===== src/rtl/pwm_pkg.sv =====
`default_nettype none

package pwm_pkg;

    // Channel bank
    localparam int NUM_CH = 4;
    localparam int CH_W   = $clog2(NUM_CH);   // Channel select width
    localparam int DUTY_W = 8;                // Duty and carrier width

    // UART bit timing, short for simulation
    localparam int CLKS_PER_BIT = 8;
    localparam int BAUD_CNT_W   = $clog2(CLKS_PER_BIT);
    localparam logic [BAUD_CNT_W-1:0] BIT_LAST = BAUD_CNT_W'(CLKS_PER_BIT - 1);
    localparam logic [BAUD_CNT_W-1:0] BIT_MID  = BAUD_CNT_W'(CLKS_PER_BIT / 2 - 1);

    // Response bytes
    localparam logic [7:0] RSP_ACK = 8'h3C;
    localparam logic [7:0] RSP_NAK = 8'hC3;

    // Upper nibble of the opcode byte
    typedef enum logic [3:0] {
        OP_SET_DUTY = 4'h1,   // Low nibble channel, arg is duty
        OP_GET_DUTY = 4'h2,   // Arg ignored
        OP_SYNC     = 4'h9    // Whole bank restart
    } pwm_op_e;

    typedef enum logic [2:0] {
        IDLE,
        WAIT_ARG,
        APB_SETUP,
        APB_ACCESS,
        RESPOND
    } dec_state_e;

endpackage

`default_nettype wire


===== src/rtl/apb_bus_if.sv =====
`timescale 1ns/1ps
`default_nettype none

// One register per channel, so no paddr
interface apb_bus_if;
    import pwm_pkg::*;

    logic              psel;
    logic              penable;
    logic              pwrite;
    logic [DUTY_W-1:0] pwdata;
    logic [DUTY_W-1:0] prdata;   // Shadow duty readback
    logic              pready;

    // Decoder side
    modport master (
        output psel,
        output penable,
        output pwrite,
        output pwdata,
        input  prdata,
        input  pready
    );

    // Channel side
    modport slave (
        input  psel,
        input  penable,
        input  pwrite,
        input  pwdata,
        output prdata,
        output pready
    );

endinterface

`default_nettype wire


===== src/rtl/uart_rx.sv =====
`timescale 1ns/1ps
`default_nettype none

module uart_rx (
    input  wire logic       clk,
    input  wire logic       arst_n,
    input  wire logic       rx,
    output logic [7:0]      rx_data,
    output logic            rx_valid
);
    import pwm_pkg::*;

    typedef enum logic [1:0] {
        RX_IDLE,
        RX_START,
        RX_DATA,
        RX_STOP
    } rx_state_e;

    rx_state_e             state;
    logic                  rx_meta;
    logic                  rx_sync;
    logic [BAUD_CNT_W-1:0] clk_cnt;
    logic [2:0]            bit_cnt;   // Data bit index

    // Two-flop synchronizer, idles high like the line
    always_ff @(posedge clk or negedge arst_n) begin
        if (!arst_n) begin
            rx_meta <= 1'b1;
            rx_sync <= 1'b1;
        end else begin
            rx_meta <= rx;
            rx_sync <= rx_meta;
        end
    end

    always_ff @(posedge clk or negedge arst_n) begin
        if (!arst_n) begin
            state    <= RX_IDLE;
            clk_cnt  <= '0;
            bit_cnt  <= '0;
            rx_valid <= 1'b0;
        end else begin
            rx_valid <= 1'b0;   // Single-cycle pulse
            case (state)
                RX_IDLE: begin
                    clk_cnt <= '0;
                    if (!rx_sync) state <= RX_START;   // Falling edge seen
                end
                RX_START: begin
                    if (clk_cnt == BIT_MID) begin
                        clk_cnt <= '0;
                        bit_cnt <= '0;
                        // Still low at mid-bit, else a glitch
                        state   <= rx_sync ? RX_IDLE : RX_DATA;
                    end else begin
                        clk_cnt <= clk_cnt + 1'b1;
                    end
                end
                RX_DATA: begin
                    if (clk_cnt == BIT_LAST) begin
                        clk_cnt <= '0;
                        if (bit_cnt == 3'd7) state <= RX_STOP;
                        bit_cnt <= bit_cnt + 1'b1;
                    end else begin
                        clk_cnt <= clk_cnt + 1'b1;
                    end
                end
                RX_STOP: begin
                    if (clk_cnt == BIT_LAST) begin
                        rx_valid <= rx_sync;   // Low stop bit drops the frame
                        state    <= RX_IDLE;
                    end else begin
                        clk_cnt <= clk_cnt + 1'b1;
                    end
                end
                default: state <= RX_IDLE;
            endcase
        end
    end

    // Data shifter, LSB first, sampled at mid-bit
    always_ff @(posedge clk) begin
        if (state == RX_DATA && clk_cnt == BIT_LAST) rx_data <= {rx_sync, rx_data[7:1]};
    end

endmodule

`default_nettype wire


===== src/rtl/uart_tx.sv =====
`timescale 1ns/1ps
`default_nettype none

module uart_tx (
    input  wire logic       clk,
    input  wire logic       arst_n,
    input  wire logic [7:0] tx_data,
    input  wire logic       tx_start,
    output logic            tx,
    output logic            tx_busy
);
    import pwm_pkg::*;

    logic [9:0]            shreg;     // Stop, data, start
    logic [BAUD_CNT_W-1:0] clk_cnt;
    logic [3:0]            bit_cnt;   // Bits already sent

    assign tx = shreg[0];

    always_ff @(posedge clk or negedge arst_n) begin
        if (!arst_n) begin
            shreg   <= '1;   // Line idles high
            tx_busy <= 1'b0;
            clk_cnt <= '0;
            bit_cnt <= '0;
        end else if (tx_start && !tx_busy) begin
            shreg   <= {1'b1, tx_data, 1'b0};
            tx_busy <= 1'b1;
            clk_cnt <= '0;
            bit_cnt <= '0;
        end else if (tx_busy) begin
            if (clk_cnt == BIT_LAST) begin
                clk_cnt <= '0;
                shreg   <= {1'b1, shreg[9:1]};   // Backfill with idle level
                if (bit_cnt == 4'd9) begin
                    tx_busy <= 1'b0;   // Stop bit done
                end else begin
                    bit_cnt <= bit_cnt + 1'b1;
                end
            end else begin
                clk_cnt <= clk_cnt + 1'b1;
            end
        end
    end

    // Decoder holds off while a byte is on the line
    a_no_start_when_busy: assert property (
        @(posedge clk) disable iff (!arst_n) tx_start |-> !tx_busy
    ) else $error("tx_start while uart_tx busy");

endmodule

`default_nettype wire


===== src/rtl/pwm_cmd_decoder.sv =====
`timescale 1ns/1ps
`default_nettype none

module pwm_cmd_decoder (
    input  wire logic       clk,
    input  wire logic       arst_n,
    input  wire logic [7:0] rx_data,
    input  wire logic       rx_valid,
    input  wire logic       tx_busy,
    output logic [7:0]      tx_data,
    output logic            tx_start,
    output logic            sync,
    apb_bus_if.master       apb [pwm_pkg::NUM_CH]
);
    import pwm_pkg::*;

    dec_state_e                    state;
    logic [7:0]                    cmd_q;   // Opcode byte
    logic [7:0]                    arg_q;   // Argument byte
    logic [7:0]                    rsp_q;   // Byte to send back
    pwm_op_e                       op;
    logic                          ch_ok;
    logic                          apb_ok;
    logic [CH_W-1:0]               ch_sel;
    logic                          in_xfer;
    logic [NUM_CH-1:0]             psel_v;
    logic [NUM_CH-1:0]             pready_v;
    logic [NUM_CH-1:0][DUTY_W-1:0] prdata_v;

    assign op      = pwm_op_e'(cmd_q[7:4]);
    assign ch_ok   = cmd_q[3:0] < 4'(NUM_CH);   // Full nibble, not just CH_W bits
    assign ch_sel  = cmd_q[CH_W-1:0];
    assign apb_ok  = (op == OP_SET_DUTY || op == OP_GET_DUTY) && ch_ok;
    assign in_xfer = (state == APB_SETUP) || (state == APB_ACCESS);

    // Response launch, held off by a busy transmitter
    assign tx_data  = rsp_q;
    assign tx_start = (state == RESPOND) && !tx_busy;
    assign sync     = tx_start && (op == OP_SYNC);

    for (genvar k = 0; k < NUM_CH; k++) begin : g_bus
        assign psel_v[k]      = in_xfer && (ch_sel == CH_W'(k));
        assign apb[k].psel    = psel_v[k];
        assign apb[k].penable = psel_v[k] && (state == APB_ACCESS);
        assign apb[k].pwrite  = (op == OP_SET_DUTY);
        assign apb[k].pwdata  = arg_q;
        assign pready_v[k]    = apb[k].pready;
        assign prdata_v[k]    = apb[k].prdata;   // Flattened for the read mux
    end

    always_ff @(posedge clk or negedge arst_n) begin
        if (!arst_n) begin
            state <= IDLE;
        end else begin
            case (state)
                IDLE:       if (rx_valid) state <= WAIT_ARG;
                WAIT_ARG:   if (rx_valid) state <= apb_ok ? APB_SETUP : RESPOND;
                APB_SETUP:  state <= APB_ACCESS;
                APB_ACCESS: if (pready_v[ch_sel]) state <= RESPOND;
                RESPOND:    if (!tx_busy) state <= IDLE;
                default:    state <= IDLE;
            endcase
        end
    end

    // Frame bytes and response
    always_ff @(posedge clk) begin
        if (state == IDLE && rx_valid) cmd_q <= rx_data;
        if (state == WAIT_ARG && rx_valid) begin
            arg_q <= rx_data;
            rsp_q <= (apb_ok || op == OP_SYNC) ? RSP_ACK : RSP_NAK;
        end
        // GET answers with the readback instead of ack
        if (state == APB_ACCESS && pready_v[ch_sel] && op == OP_GET_DUTY) begin
            rsp_q <= prdata_v[ch_sel];
        end
    end

    // Single select, only for a latched command that is a valid transfer
    a_one_psel: assert property (
        @(posedge clk) disable iff (!arst_n) in_xfer |-> apb_ok && $onehot(psel_v)
    ) else $error("psel raised for a bad command or more than one channel");

endmodule

`default_nettype wire


===== src/rtl/pwm_channel.sv =====
`timescale 1ns/1ps
`default_nettype none

module pwm_channel (
    input  wire logic clk,
    input  wire logic arst_n,
    input  wire logic sync,
    apb_bus_if.slave  apb,
    output logic      pwm_out
);
    import pwm_pkg::*;

    logic [DUTY_W-1:0] shadow_duty;   // APB visible
    logic [DUTY_W-1:0] active_duty;   // Used by the comparator
    logic [DUTY_W-1:0] carrier;
    logic              wrap;

    assign apb.pready = 1'b1;   // Zero wait states
    assign apb.prdata = shadow_duty;

    assign wrap    = (carrier == '1);
    assign pwm_out = (carrier < active_duty);

    always_ff @(posedge clk or negedge arst_n) begin
        if (!arst_n) begin
            shadow_duty <= '0;
        end else if (apb.psel && apb.penable && apb.pwrite) begin
            shadow_duty <= apb.pwdata;
        end
    end

    // Free-running carrier, restarted by the bank sync
    always_ff @(posedge clk or negedge arst_n) begin
        if (!arst_n) begin
            carrier <= '0;
        end else if (sync) begin
            carrier <= '0;
        end else begin
            carrier <= carrier + 1'b1;
        end
    end

    // New duty only at a period boundary, no runt pulses
    always_ff @(posedge clk or negedge arst_n) begin
        if (!arst_n) begin
            active_duty <= '0;
        end else if (wrap || sync) begin
            active_duty <= shadow_duty;
        end
    end

    a_enable_has_sel: assert property (
        @(posedge clk) disable iff (!arst_n) apb.penable |-> apb.psel
    ) else $error("penable without psel");

endmodule

`default_nettype wire


===== src/rtl/pwm_link_top.sv =====
`timescale 1ns/1ps
`default_nettype none

module pwm_link_top (
    input  wire logic                    clk,
    input  wire logic                    arst_n,
    input  wire logic                    rx,
    output logic                         tx,
    output logic                         sync_out,
    output logic [pwm_pkg::NUM_CH-1:0]   pwm_out
);
    import pwm_pkg::*;

    logic [7:0] rx_data;
    logic       rx_valid;
    logic [7:0] tx_data;
    logic       tx_start;
    logic       tx_busy;

    apb_bus_if apb_bus [NUM_CH] ();   // One bus per channel

    uart_rx uart_rx_i (
        .clk      (clk),
        .arst_n   (arst_n),
        .rx       (rx),
        .rx_data  (rx_data),
        .rx_valid (rx_valid)
    );

    pwm_cmd_decoder pwm_cmd_decoder_i (
        .clk      (clk),
        .arst_n   (arst_n),
        .rx_data  (rx_data),
        .rx_valid (rx_valid),
        .tx_busy  (tx_busy),
        .tx_data  (tx_data),
        .tx_start (tx_start),
        .sync     (sync_out),   // Also fans out to the bank
        .apb      (apb_bus)
    );

    for (genvar k = 0; k < NUM_CH; k++) begin : g_ch
        pwm_channel pwm_channel_i (
            .clk     (clk),
            .arst_n  (arst_n),
            .sync    (sync_out),
            .apb     (apb_bus[k]),
            .pwm_out (pwm_out[k])
        );
    end

    uart_tx uart_tx_i (
        .clk      (clk),
        .arst_n   (arst_n),
        .tx_data  (tx_data),
        .tx_start (tx_start),
        .tx       (tx),
        .tx_busy  (tx_busy)
    );

endmodule

`default_nettype wire


===== config.mk =====
export PLATFORM = sky130hd
export DESIGN_NAME = pwm_link_top
export DESIGN_NICKNAME = d
export VERILOG_FILES = /design/src/rtl/pwm_pkg.sv /design/src/rtl/apb_bus_if.sv /design/src/rtl/uart_rx.sv /design/src/rtl/uart_tx.sv /design/src/rtl/pwm_cmd_decoder.sv /design/src/rtl/pwm_channel.sv /design/src/rtl/pwm_link_top.sv
export SDC_FILE = /design/constraint.sdc
export NUM_CORES = 1
export LEC_CHECK = 0
export BUFFER_PORTS_ARGS = -buffer_cell sky130_fd_sc_hd__buf_2
export CAP_MARGIN = 20
export CORE_ASPECT_RATIO = 1.1
export CORE_MARGIN = 2
export CORE_UTILIZATION = 50
export DETAILED_ROUTE_END_ITERATION = 6
export PLACE_DENSITY = 0.67
export SLEW_MARGIN = 10
export SYNTH_ARGS = -nofsm -noshare
export SYNTH_HDL_FRONTEND = slang
export SYNTH_SLANG_ARGS = --single-unit

===== constraint.sdc =====
create_clock -name clk -period 2.5 [get_ports clk]
set_input_delay 0.75 -clock clk [delete_from_list [all_inputs] [get_ports clk]]
set_output_delay 0.75 -clock clk [all_outputs]
set_load 0.05 [all_outputs]

==> flow_metrics.tcl <==
set metrics [dict create \
    status "finished with violations" \
    violations "negative setup slack" \
    maxSlewViolCount 0 \
    drv_cap 0 \
    hpwlAfterDp_mm 9.42 \
    routed_wl_mm 13.6 \
    setup_viol 4 \
    drt_iter0_drc 182 \
    slowest_stage "dfrtp_1" \
    clock_latency_ps 420 \
    nNetsFinal 674 \
    ios 9 \
    grt_pass1_vias 4691 \
    ys_warn_count 0 \
    fill_cells 1175 \
    rrSetupSlack_ps 350 \
    post-route-period-util_pct 105 \
    area_growth_pct 16.6 \
    gp_congestion 0.811 \
    final.min_clock_period_ps 2640 \
    end_kind "output port" \
    cts.sinks 159 \
    async_reset_ff_share_pct 79.9 \
    cp.arrival_ps 1890 \
    synth_top_area_cell "dfrtp_1" \
    postCtsHoldBufs 0 \
    cp_max_fo 3 \
    first_pass_iters 4 \
    viasPerCell 5.32 \
    synth_area_per_cell_um2 12.9 \
    synth_top_flop_cell "dfrtp_1" \
    finalPower_uw 5800 \
    grtUsageTotal_pct 18.6 \
    cp_cell_sequence "ha_1, a21oi_2, o21ai_1, a221oi_2, buf_6" \
    insertedDiodeCount 0 \
    vias 4435 \
    ctsRootBufferMaster "clkbuf_16" \
    drc 0 \
    grt_pass1_wl_mm 23.3 \
    start_util_pct 50.7 \
    fp.coreArea_um2 14900 \
    worstMarginPinSlew_ps 703 \
    seq_area_frac_synth_pct 55.1 \
    cts_tree "yes" \
    die_area_um2 16100 \
    synth_cell_type_count 57 \
    max_freq_ghz 0.379 \
    wl_per_cell_um 16.3 \
    hold_slack_ps 307 \
    critPathBufInv 1 \
    path_clk_slew_ps 60 \
    synth-edff-count 32 \
    max-vdd-ir-drop_v 0.000499 \
    skew_ps 6.69 \
    antenna_found_initial 0 \
    fin_ws_ps -137 \
    synth_fp_nets 633 \
    critical_path_class "flop to output port" \
    grt_max_degree 56 \
    leakage_uw 0.00389 \
    syn_inst 584 \
    crit_path_max_incr_delay_ps 390 \
    antenna_left 0 \
    cp-start-kind "flop" \
    cts.htree.levels 4 \
    die_x_um 121 \
    drive_above_1_share_pct 30.3 \
    p_per_area_nw_per_um2 660 \
    rsz0062_at_grt "true" \
    relSlewSlack_pct 51.9 \
    cts_buffer_depth 2 \
    critical_path_required_ps 1750 \
    cts_buffers 17 \
    finalHoldViolCount 0 \
    netlist.area_leader.share_pct 38.5 \
    rows 47 \
    synth.cell_area_um2 7540 \
    portBuffers 8 \
    die_h_um 133 \
    synth_area_leaders "dfrtp_1, edfxtp_1, ha_1" \
    crit_family "compound AO/OA/AOI/OAI gates" \
    ys_seq_elements 159 \
    grt-ovfl-total 0 \
    hold_path_class "primary input to asynchronous set/reset pin" \
]
## final cells by class
class	instances	area [um2]	area share [%]
clock buffer	20	437	4.97
timing repair buffer	38	340	3.87
clock inverter	12	191	2.18
sequential	159	4160	47.3
inverter	40	150	1.71
tap	196	245	2.79
multi-input combinational	369	3270	37.2
## metrics by stage
step	cell area, um2	worst slack, ps	utilization [%]	setup TNS (ps)	std cells
global route	8790	-266	59.1	-822	834
detailed placement	7850	86.2	52.7	0	782
floorplan	7540	141	-	0	584
global placement	7850	124	52.7	0	782
finish	8790	-137	59.1	-403	834
CTS	8690	-164	58.4	-533	829
## cell families (layout without fill, tap and decap cells)
group,count (synthesis),after routing,synth area share (%)
simple gates,149,149,10.3
flops,159,159,55.1
buf+inv,56,110,3.27
xor+xnor,27,27,3.14
mux,75,75,13.2
fa+ha+maj,46,46,7.63
compound gates,72,72,7.48
## worst paths after layout
path,from,end,cells after the start
setup reg to reg,pwm_cmd_decoder_i.cmd_q[4],g_ch[1].pwm_channel_i.active_duty[2],6
max in group asynchronous,arst_n,g_ch[1].pwm_channel_i.carrier[6],2
min in group clk,uart_rx_i.rx_meta,uart_rx_i.rx_sync,0
setup / recovery,g_ch[0].pwm_channel_i.carrier[1],pwm_out[0],5
hold reg to reg,uart_rx_i.rx_meta,uart_rx_i.rx_sync,0
hold / removal,arst_n,g_ch[2].pwm_channel_i.carrier[3],1
## power by group
| group | internal (uW) | leakage (uW) | switching (uW) |
|---|---|---|---|
| logic | 132 | 0.00164 | 198 |
| clock network | 1760 | 0.000297 | 999 |
| registers | 2680 | 0.00195 | 33.1 |
## sequential cells by signal, summed over array words and instances, names as in the netlist, 8 cells and up, named ones only
name	count
pwm_cmd_decoder_i.apb.pwdata	8
g_ch.pwm_channel_i.carrier	32
g_ch.pwm_channel_i.active_duty	32
pwm_cmd_decoder_i.tx_data	8
uart_tx_i.shreg	9
g_ch.pwm_channel_i.apb.prdata	32
uart_rx_i.rx_data	8
pwm_cmd_decoder_i.cmd_q	8
## metal layers
| metal | part of all wire [%] | wire length (um) | vias to the layer above | global-route usage (%) |
|---|---|---|---|---|
| met1 | 45 | 6150 | 2207 | 24.7 |
| met2 | 50 | 6820 | 54 | 30.5 |
| met3 | 3.3 | 453 | 18 | 4.01 |
| met4 | 1.2 | 169 | 0 | 5.81 |
| li1 | - | - | 2156 | - |
| met5 | 0 | 0 | - | 0 |
## repair_timing
item                       in CTS  in global routing
resized for setup              30                 14
setup endpoints to repair       5                  5
pin swaps                      16                  8
buffers inserted               15                  5
## placed cells by master (no fill, tap or decap), types with 5 or more instances in the layout
| cell type | synthesis | final |
|---|---|---|
| dfrtp_1 | 116 | 111 |
| nand4_1 | 7 | 7 |
| nand3_1 | 10 | 10 |
| dfrtp_2 | 0 | 5 |
| a21oi_1 | 8 | 5 |
| clkbuf_16 | 0 | 17 |
| and3_1 | 7 | 7 |
| nor2b_1 | 7 | 7 |
| o21ai_0 | 18 | 14 |
| a22oi_1 | 8 | 8 |
| bufinv_16 | 0 | 5 |
| dfstp_2 | 11 | 11 |
| edfxtp_1 | 32 | 32 |
| a21o_1 | 5 | 5 |
| nand2_1 | 40 | 40 |
| mux2_4 | 16 | 16 |
| ha_1 | 46 | 39 |
| nor2_1 | 43 | 43 |
| inv_2 | 0 | 5 |
| ha_4 | 0 | 5 |
| inv_1 | 40 | 35 |
| and2_1 | 5 | 5 |
| xor2_1 | 16 | 16 |
| xnor2_1 | 11 | 11 |
| mux4_2 | 8 | 8 |
| nand2b_1 | 11 | 11 |
| mux2_2 | 50 | 50 |
| buf_4 | 4 | 28 |
## synth_stat cells, drive strengths merged (5+ instances only)
master / n
dfrtp: 116
mux2: 66
ha: 46
nor2: 43
inv: 40
nand2: 40
edfxtp: 32
o21ai: 18
xor2: 16
buf: 11
dfstp: 11
nand2b: 11
xnor2: 11
nand3: 10
a21oi: 8
a22oi: 8
mux4: 8
nand4: 8
and3: 7
nor2b: 7
a211oi: 6
a31oi: 6
a21o: 5
and2: 5
clkbuf: 5
Power figures use the tool's default switching activity.
